## src/logic/lc3b_rs_pkg.sv

```systemverilog
`default_nettype none

package lc3b_rs_pkg;

	// datapath and tag widths.
	localparam int word_width = 16;
	localparam int tag_width = 3;

	// number of ALU reservation stations.
	localparam int num_rs = 3;

	typedef logic [word_width-1:0] lc3b_word;

	// tag 0 marks an operand that is already present.
	typedef logic [tag_width-1:0] rs_tag;

	// instruction bits 15 to 12.
	typedef enum logic [3:0] {
		op_br   = 4'b0000,
		op_add  = 4'b0001,
		op_ldb  = 4'b0010,
		op_stb  = 4'b0011,
		op_jsr  = 4'b0100,
		op_and  = 4'b0101,
		op_ldr  = 4'b0110,
		op_str  = 4'b0111,
		op_rti  = 4'b1000,
		op_not  = 4'b1001,
		op_ldi  = 4'b1010,
		op_sti  = 4'b1011,
		op_jmp  = 4'b1100,
		op_shf  = 4'b1101,
		op_lea  = 4'b1110,
		op_trap = 4'b1111
	} lc3b_opcode;

	// operations the cluster ALU can perform.
	typedef enum logic [2:0] {
		alu_add,
		alu_and,
		alu_not,
		alu_sll,
		alu_srl,
		alu_sra,
		alu_pass
	} lc3b_aluop;

endpackage : lc3b_rs_pkg

`default_nettype wire

```

## src/logic/alu_decode.sv

```systemverilog
`timescale 1ns/10ps
`default_nettype none

module alu_decode
	import lc3b_rs_pkg::*;
(
	input wire lc3b_word instr,
	output lc3b_aluop aluop
);

	lc3b_opcode opcode;

	assign opcode = lc3b_opcode'(instr[15:12]);

	always_comb begin
		case (opcode)
			op_add: aluop = alu_add;
			op_and: aluop = alu_and;
			op_not: aluop = alu_not;
			op_shf: begin
				// bit 4 picks the direction, bit 5 arithmetic.
				if (!instr[4])
					aluop = alu_sll;
				else if (instr[5])
					aluop = alu_sra;
				else
					aluop = alu_srl;
			end
			default: aluop = alu_pass;
		endcase
	end

endmodule : alu_decode

`default_nettype wire

```

## src/logic/alu.sv

```systemverilog
`timescale 1ns/10ps
`default_nettype none

module alu
	import lc3b_rs_pkg::*;
(
	input wire lc3b_aluop aluop,
	input wire lc3b_word a,
	input wire lc3b_word b,
	output lc3b_word f
);

	// shift amount is the low nibble of b.
	logic [3:0] shamt;

	assign shamt = b[3:0];

	always_comb begin
		case (aluop)
			alu_add: f = a + b;
			alu_and: f = a & b;
			alu_not: f = ~a;
			alu_sll: f = a << shamt;
			alu_srl: f = a >> shamt;
			alu_sra: f = lc3b_word'($signed(a) >>> shamt);
			default: f = a;
		endcase
	end

endmodule : alu

`default_nettype wire

```

## src/logic/alu_res_station.sv

```systemverilog
`timescale 1ns/10ps
`default_nettype none

module alu_res_station
	import lc3b_rs_pkg::*;
(
	input wire logic clk,
	input wire logic rst,
	input wire logic flush,
	input wire logic load,
	input wire lc3b_word instr,
	input wire lc3b_word vj,
	input wire lc3b_word vk,
	input wire rs_tag qj,
	input wire rs_tag qk,
	input wire rs_tag dest,
	input wire logic cdb_valid,
	input wire rs_tag cdb_tag,
	input wire lc3b_word cdb_data,
	input wire logic grant,
	output logic busy,
	output logic ready,
	output lc3b_aluop aluop,
	output lc3b_word op_a,
	output lc3b_word op_b,
	output rs_tag dest_out
);

	logic busy_q;
	lc3b_word instr_q;
	lc3b_word vj_q;
	lc3b_word vk_q;
	rs_tag qj_q;
	rs_tag qk_q;
	rs_tag dest_q;

	// operand source is the issue port on load, else the stored copy.
	lc3b_word sel_vj;
	lc3b_word sel_vk;
	rs_tag sel_qj;
	rs_tag sel_qk;
	logic hit_j;
	logic hit_k;
	logic update;

	assign sel_vj = load ? vj : vj_q;
	assign sel_vk = load ? vk : vk_q;
	assign sel_qj = load ? qj : qj_q;
	assign sel_qk = load ? qk : qk_q;

	// same snoop rule at issue and while waiting.
	assign hit_j = cdb_valid && (sel_qj != '0) && (sel_qj == cdb_tag);
	assign hit_k = cdb_valid && (sel_qk != '0) && (sel_qk == cdb_tag);

	assign update = load || busy_q;

	always_ff @(posedge clk) begin
		if (rst || flush) begin
			busy_q <= 1'b0;
			qj_q <= '0;
			qk_q <= '0;
		end else begin
			if (load)
				busy_q <= 1'b1;
			else if (grant)
				busy_q <= 1'b0;
			if (update) begin
				qj_q <= hit_j ? '0 : sel_qj;
				qk_q <= hit_k ? '0 : sel_qk;
			end
		end
	end

	always_ff @(posedge clk) begin
		if (load) begin
			instr_q <= instr;
			dest_q <= dest;
		end
		if (update) begin
			vj_q <= hit_j ? cdb_data : sel_vj;
			vk_q <= hit_k ? cdb_data : sel_vk;
		end
	end

	assign busy = busy_q;
	assign ready = busy_q && (qj_q == '0) && (qk_q == '0);

	alu_decode alu_decode_i (
		.instr(instr_q),
		.aluop(aluop)
	);

	assign op_a = vj_q;
	assign op_b = vk_q;
	assign dest_out = dest_q;

endmodule : alu_res_station

`default_nettype wire

```

## src/logic/rs_scheduler.sv

```systemverilog
`timescale 1ns/10ps
`default_nettype none

module rs_scheduler
	import lc3b_rs_pkg::*;
(
	input wire logic clk,
	input wire logic rst,
	input wire logic flush,
	input wire logic issue_valid,
	input wire logic [num_rs-1:0] busy,
	input wire logic [num_rs-1:0] ready,
	input wire logic ext_valid,
	input wire rs_tag ext_tag,
	input wire lc3b_word ext_data,
	input wire lc3b_word alu_result,
	input wire rs_tag [num_rs-1:0] rs_dest,
	output logic [num_rs-1:0] issue_sel,
	output logic [num_rs-1:0] grant,
	output logic issue_ready,
	output logic cdb_valid,
	output rs_tag cdb_tag,
	output lc3b_word cdb_data
);

	rs_tag grant_tag;

	// isolates the lowest set bit, so lowest index wins.
	function automatic logic [num_rs-1:0] lowest_one(input logic [num_rs-1:0] v);
		return v & (~v + 1'b1);
	endfunction

	assign issue_ready = ~&busy;
	assign issue_sel = issue_valid ? lowest_one(~busy) : '0;

	// external results own the CDB for their cycle.
	assign grant = ext_valid ? '0 : lowest_one(ready);

	always_comb begin
		grant_tag = '0;
		for (int i = 0; i < num_rs; i++) begin
			if (grant[i])
				grant_tag = grant_tag | rs_dest[i];
		end
	end

	always_ff @(posedge clk) begin
		if (rst || flush)
			cdb_valid <= 1'b0;
		else
			cdb_valid <= ext_valid || (|grant);
	end

	always_ff @(posedge clk) begin
		if (ext_valid) begin
			cdb_tag <= ext_tag;
			cdb_data <= ext_data;
		end else begin
			cdb_tag <= grant_tag;
			cdb_data <= alu_result;
		end
	end

endmodule : rs_scheduler

`default_nettype wire

```

## src/logic/alu_cluster.sv

```systemverilog
`timescale 1ns/10ps
`default_nettype none

module alu_cluster
	import lc3b_rs_pkg::*;
(
	input wire logic clk,
	input wire logic rst,
	input wire logic flush,
	input wire logic issue_valid,
	input wire lc3b_word issue_instr,
	input wire lc3b_word issue_vj,
	input wire lc3b_word issue_vk,
	input wire rs_tag issue_qj,
	input wire rs_tag issue_qk,
	input wire rs_tag issue_dest,
	input wire logic ext_valid,
	input wire rs_tag ext_tag,
	input wire lc3b_word ext_data,
	output logic issue_ready,
	output logic cdb_valid,
	output rs_tag cdb_tag,
	output lc3b_word cdb_data
);

	localparam int op_bits = $bits(lc3b_aluop);

	logic [num_rs-1:0] busy;
	logic [num_rs-1:0] ready;
	logic [num_rs-1:0] issue_sel;
	logic [num_rs-1:0] grant;
	lc3b_aluop rs_aluop [num_rs];
	lc3b_word rs_op_a [num_rs];
	lc3b_word rs_op_b [num_rs];
	rs_tag [num_rs-1:0] rs_dest;

	// one-hot and-or chains selecting the granted station.
	logic [num_rs:0][op_bits-1:0] aluop_chain;
	lc3b_word [num_rs:0] a_chain;
	lc3b_word [num_rs:0] b_chain;
	lc3b_word alu_result;

	assign aluop_chain[0] = '0;
	assign a_chain[0] = '0;
	assign b_chain[0] = '0;

	for (genvar i = 0; i < num_rs; i++) begin : g_rs
		alu_res_station alu_res_station_i (
			.clk(clk),
			.rst(rst),
			.flush(flush),
			.load(issue_sel[i]),
			.instr(issue_instr),
			.vj(issue_vj),
			.vk(issue_vk),
			.qj(issue_qj),
			.qk(issue_qk),
			.dest(issue_dest),
			.cdb_valid(cdb_valid),
			.cdb_tag(cdb_tag),
			.cdb_data(cdb_data),
			.grant(grant[i]),
			.busy(busy[i]),
			.ready(ready[i]),
			.aluop(rs_aluop[i]),
			.op_a(rs_op_a[i]),
			.op_b(rs_op_b[i]),
			.dest_out(rs_dest[i])
		);

		assign aluop_chain[i+1] = aluop_chain[i] | (rs_aluop[i] & {op_bits{grant[i]}});
		assign a_chain[i+1] = a_chain[i] | (rs_op_a[i] & {word_width{grant[i]}});
		assign b_chain[i+1] = b_chain[i] | (rs_op_b[i] & {word_width{grant[i]}});
	end

	alu alu_i (
		.aluop(lc3b_aluop'(aluop_chain[num_rs])),
		.a(a_chain[num_rs]),
		.b(b_chain[num_rs]),
		.f(alu_result)
	);

	rs_scheduler rs_scheduler_i (
		.clk(clk),
		.rst(rst),
		.flush(flush),
		.issue_valid(issue_valid),
		.busy(busy),
		.ready(ready),
		.ext_valid(ext_valid),
		.ext_tag(ext_tag),
		.ext_data(ext_data),
		.alu_result(alu_result),
		.rs_dest(rs_dest),
		.issue_sel(issue_sel),
		.grant(grant),
		.issue_ready(issue_ready),
		.cdb_valid(cdb_valid),
		.cdb_tag(cdb_tag),
		.cdb_data(cdb_data)
	);

endmodule : alu_cluster

`default_nettype wire

```

## config.mk

```make
export PLATFORM = sky130hd
export DESIGN_NAME = alu_cluster
export DESIGN_NICKNAME = d
export VERILOG_FILES = /design/src/logic/lc3b_rs_pkg.sv /design/src/logic/alu_decode.sv /design/src/logic/alu.sv /design/src/logic/alu_res_station.sv /design/src/logic/rs_scheduler.sv /design/src/logic/alu_cluster.sv
export SDC_FILE = /design/constraint.sdc
export NUM_CORES = 1
export LEC_CHECK = 0
export ABC_AREA = 1
export ABC_CLOCK_PERIOD_IN_PS = 4050
export BUFFER_PORTS_ARGS = -buffer_cell sky130_fd_sc_hd__buf_2
export CELL_PAD_IN_SITES_DETAIL_PLACEMENT = 0
export CELL_PAD_IN_SITES_GLOBAL_PLACEMENT = 1
export CORE_ASPECT_RATIO = 0.8
export CORE_MARGIN = 2
export CORE_UTILIZATION = 40
export CTS_CLUSTER_DIAMETER = 120
export DETAILED_ROUTE_END_ITERATION = 10
export PLACE_DENSITY_LB_ADDON = 0.1
export REMOVE_ABC_BUFFERS = 1
export SLEW_MARGIN = 20
export SYNTH_ARGS = -nofsm -noshare
export SYNTH_HDL_FRONTEND = slang
export SYNTH_SLANG_ARGS = --single-unit
```

## constraint.sdc

```tcl
create_clock -name clk -period 4.05 [get_ports clk]
set_input_delay 1.215 -clock clk [delete_from_list [all_inputs] [get_ports clk]]
set_output_delay 1.215 -clock clk [all_outputs]
set_load 0.01 [all_outputs]
```

==> flow_summary.ini <==
[global_route]
grt_antenna_before_repair = 0
overflow = 0
track_usage = 0.269
grt_max_degree = 38
grt_pass1_vias = 9994
grt_pass1_wl_um = 57200

[timing]
max_freq_mhz = 264
setup_viol = 0
fin_crit_ns = 3.79
maxSlewHeadroom = 0.476
tightest_slew_ns = 0.782
post-route-period-util = 0.936
clock_skew_ns = 0.0103
holdWs_ns = 0.472
fin_ws_ns = 0.259
final-hold-violation-count = 0
drv_slew = 0
setup-tns-final_ns = 0

[power_and_ir_drop]
p_leak_nw = 6.32
vdd_drop_max_v = 0.000275
power_density_mw_per_mm2 = 328

[place]
dpl.hpwl_um = 28500
routabilityCongestion = 0.958
dp_worst_setup_slack_ns = -0.486
placed_area_mm2 = 0.0122
numPortBuffers = 91

[synthesis]
synth-edff-count = 123
synth_cells = 1506
synth-seq-area-share = 0.416
synth_ff_type = edfxtp_1
synth_xor_area_frac = 0.00808
synth_top_family_by_area = simple AND/OR/NAND/NOR gates
yosys_warnings = 0
synth_fa_ha_area_frac = 0.0215
synth-simple-area-share = 0.331
synthArstFlopShare = 0
synth_compound_area_frac = 0.142
syn_area_mm2 = 0.0108
ys_types = 46
syn_avg_cell_area_um2 = 7.20
synth.area.mux_share = 0
ys_ff_latch = 164

[route]
dr.first_iter.drc_count = 911
wirelength_um = 37500
drt_first_pass_iters = 5
viasPerCell = 5.26
ant_nets = 0
vias = 10700
wl_per_cell_um = 18.5
drc = 0

[clock_tree]
htreeDepth = 4
clockBufferDepth = 2
cts.clk_slew.worst_paths_ns = 0.07
cts_buffers = 17
insertion_delay_ns = 0.44
postCtsHoldBufs = 0
tritoncts = built
cts_num_sinks = 164
cts_root_buf = clkbuf_16

[finish]
stdcell_area_mm2 = 0.0129
syn_to_final_growth_pct = 19.3
drive_above_1_share = 0.174
diodes = 0
regArea_mm2 = 0.00451
multi_input_area_mm2 = 0.00550
nets = 1755
fill_cells = 2706
fin_util = 0.489

[critical_path]
cp-end-kind = flop
startpoint = ext_valid
slowest_delay_ns = 0.27
start_kind = primary input
crit_path_top_delay_cell = ha_1
path_class = in2reg
critical_path_arrival_ns = 4.13
cp.required_ns = 4.39
cp_cell_sequence = buf_2 > nor2_4 > nand3_2 > nor2_4 > nand3_2 > buf_4 > inv_2 > nand2_1 > nand3_4 > ha_1 > a21oi_1 > o21ai_0 > nand2_1 > nand3_1 > nand2_1 > nand2_1 > a31o_2 > o21ai_0 > nand3_1 > nand2_1 > nand2_1
cp_max_fo = 7
cpMostUsedCell = nand2_1
rr_startpoint = g_rs[0].alu_res_station_i.qj_q[2]$_SDFFE_PP0P_

[hold_path]
hold_start = g_rs[1].alu_res_station_i.dest_out[0]$_DFFE_PP_
worstHoldPathType = reg2reg

[outcome]
status = finished, final reports clean

[floorplanning]
initial_core_util = 0.410
io_pins = 102
core_area_mm2 = 0.0265
row_count = 53
dieArea_mm2 = 0.0285
die-width_um = 188
die_h_um = 151

[run]
drv_cap = 0
cell usage in the layout (no fill, tap or decap), types with 13 or more instances in the layout:
master and count:
buf_2 91, nand3_1 131, dfxtp_1 41, ha_1 17, nand4_1 14, nand2_1 509, a21oi_1 55, inv_1 131
o21ai_1 36, o21ai_0 139, buf_4 100, edfxtp_1 123, clkbuf_16 17, a22oi_1 14, nor3_1 16, nor2_4 13
nor2_1 104
worst paths after layout:
| check | to | slack [ns] | cells after the start |
|---|---|---|---|
| max | rs_scheduler_i.cdb_data[13]$_DFF_P_ | 0.26 | 21 |
| max reg2reg | rs_scheduler_i.cdb_data[13]$_DFF_P_ | 0.67 | 23 |
| min reg2reg | rs_scheduler_i.cdb_tag[0]$_DFF_P_ | 0.47 | 2 |
| min | rs_scheduler_i.cdb_tag[0]$_DFF_P_ | 0.47 | 2 |
timing repair:
item | 4_1_cts | 5_1_grt
resized for setup | 1 | 13
pin swaps | 0 | 2
buffers inserted | 0 | 1
endpoints found under the setup margin | 1 | 8
metal layers:
layer | track usage | routed length [um] | share of wire | up-vias
met5 | 0 | 0 | 0 | -
met4 | 0.0744 | 763 | 0.020 | 0
met3 | 0.0345 | 2220 | 0.059 | 46
met2 | 0.424 | 16300 | 0.44 | 352
met1 | 0.388 | 18200 | 0.49 | 4941
li1 | - | - | - | 5318
through the flow:
stage,power (mW),instances
2_1_floorplan,2.22,1441
3_3_place_gp,2.45,1993
3_5_place_dp,2.46,1993
4_1_cts,4.26,2024
5_1_grt,4.40,2025
6_report,4.24,2025
synthesized netlist by cell type, types with 2 or more instances:
cell      count  share of area
nand3_1     132          0.061
a221oi_1      2         0.0016
nand3_4       2         0.0032
nand2_2       7         0.0040
xor2_1        5         0.0040
dfxtp_1      41          0.076
nand3_2       7         0.0065
or2_2         3         0.0017
ha_1         17          0.020
a21oi_1      60          0.028
clkbuf_1     27         0.0093
o211ai_1      3         0.0021
nand3b_4      2         0.0037
buf_4         8         0.0055
a22oi_1      14         0.0097
o21ai_1      34          0.016
nor2_2        7         0.0040
inv_1       131          0.045
edfxtp_1    123           0.34
nand2_1     511           0.18
o21ai_0     142          0.066
nor3_1       16         0.0074
nand4_1      14         0.0081
nor2_4       11          0.011
buf_6         7         0.0073
nand3b_1      5         0.0035
o22ai_1       7         0.0040
xnor2_1       5         0.0040
nor3b_1       2         0.0014
buf_1         3         0.0010
buf_2        20         0.0092
a211oi_1     11         0.0076
nor2_1      106          0.037
o21bai_1      2         0.0014
inv_2         8         0.0028
report_power, final:
part | total, mW | internal [mW] | switching, mW
registers | 1.90 | 1.88 | 0.0268
logic | 0.524 | 0.179 | 0.346
clock network | 1.81 | 1.14 | 0.671
total | 4.24 | 3.20 | 1.04
worst max-delay path, delay by kind of cell:
kind,cells,cell delay (ns)
AOI/OAI and AO/OA,4,0.81
adders and majority gates,1,0.27
buffers and inverters,3,0.45
and+or+nand+nor,13,1.35
state kept, by name, indices dropped and copies added (netlist names):
register                         count
g_rs.alu_res_station_i.qk_q          9
g_rs.alu_res_station_i.qj_q          9
rs_scheduler_i.cdb_data             16
rs_scheduler_i.cdb_tag               3
g_rs.alu_res_station_i.busy          3
rs_scheduler_i.cdb_valid             1
g_rs.alu_res_station_i.op_b         48
g_rs.alu_res_station_i.instr_q      18
g_rs.alu_res_station_i.op_a         48
g_rs.alu_res_station_i.dest_out      9
cell type report:
class,count,area share
multi-input cells,1137,0.426
flip-flops and latches,164,0.349
clock buffers,23,0.0370
repair buffers,196,0.0997
well taps,357,0.0345
inverters,140,0.0409
clock inverters,8,0.0134
logic make-up (layout without fill, tap and decap cells):
| family | after synthesis | in the layout |
|---|---|---|
| adders and majority gates | 18 | 18 |
| AOI/OAI and AO/OA | 282 | 282 |
| and+or+nand+nor | 827 | 827 |
| buffers and inverters | 205 | 367 |
| DFF | 164 | 164 |
| xor gates and xnor gates | 10 | 10 |
No activity file was read; power rests on OpenSTA's default activity.
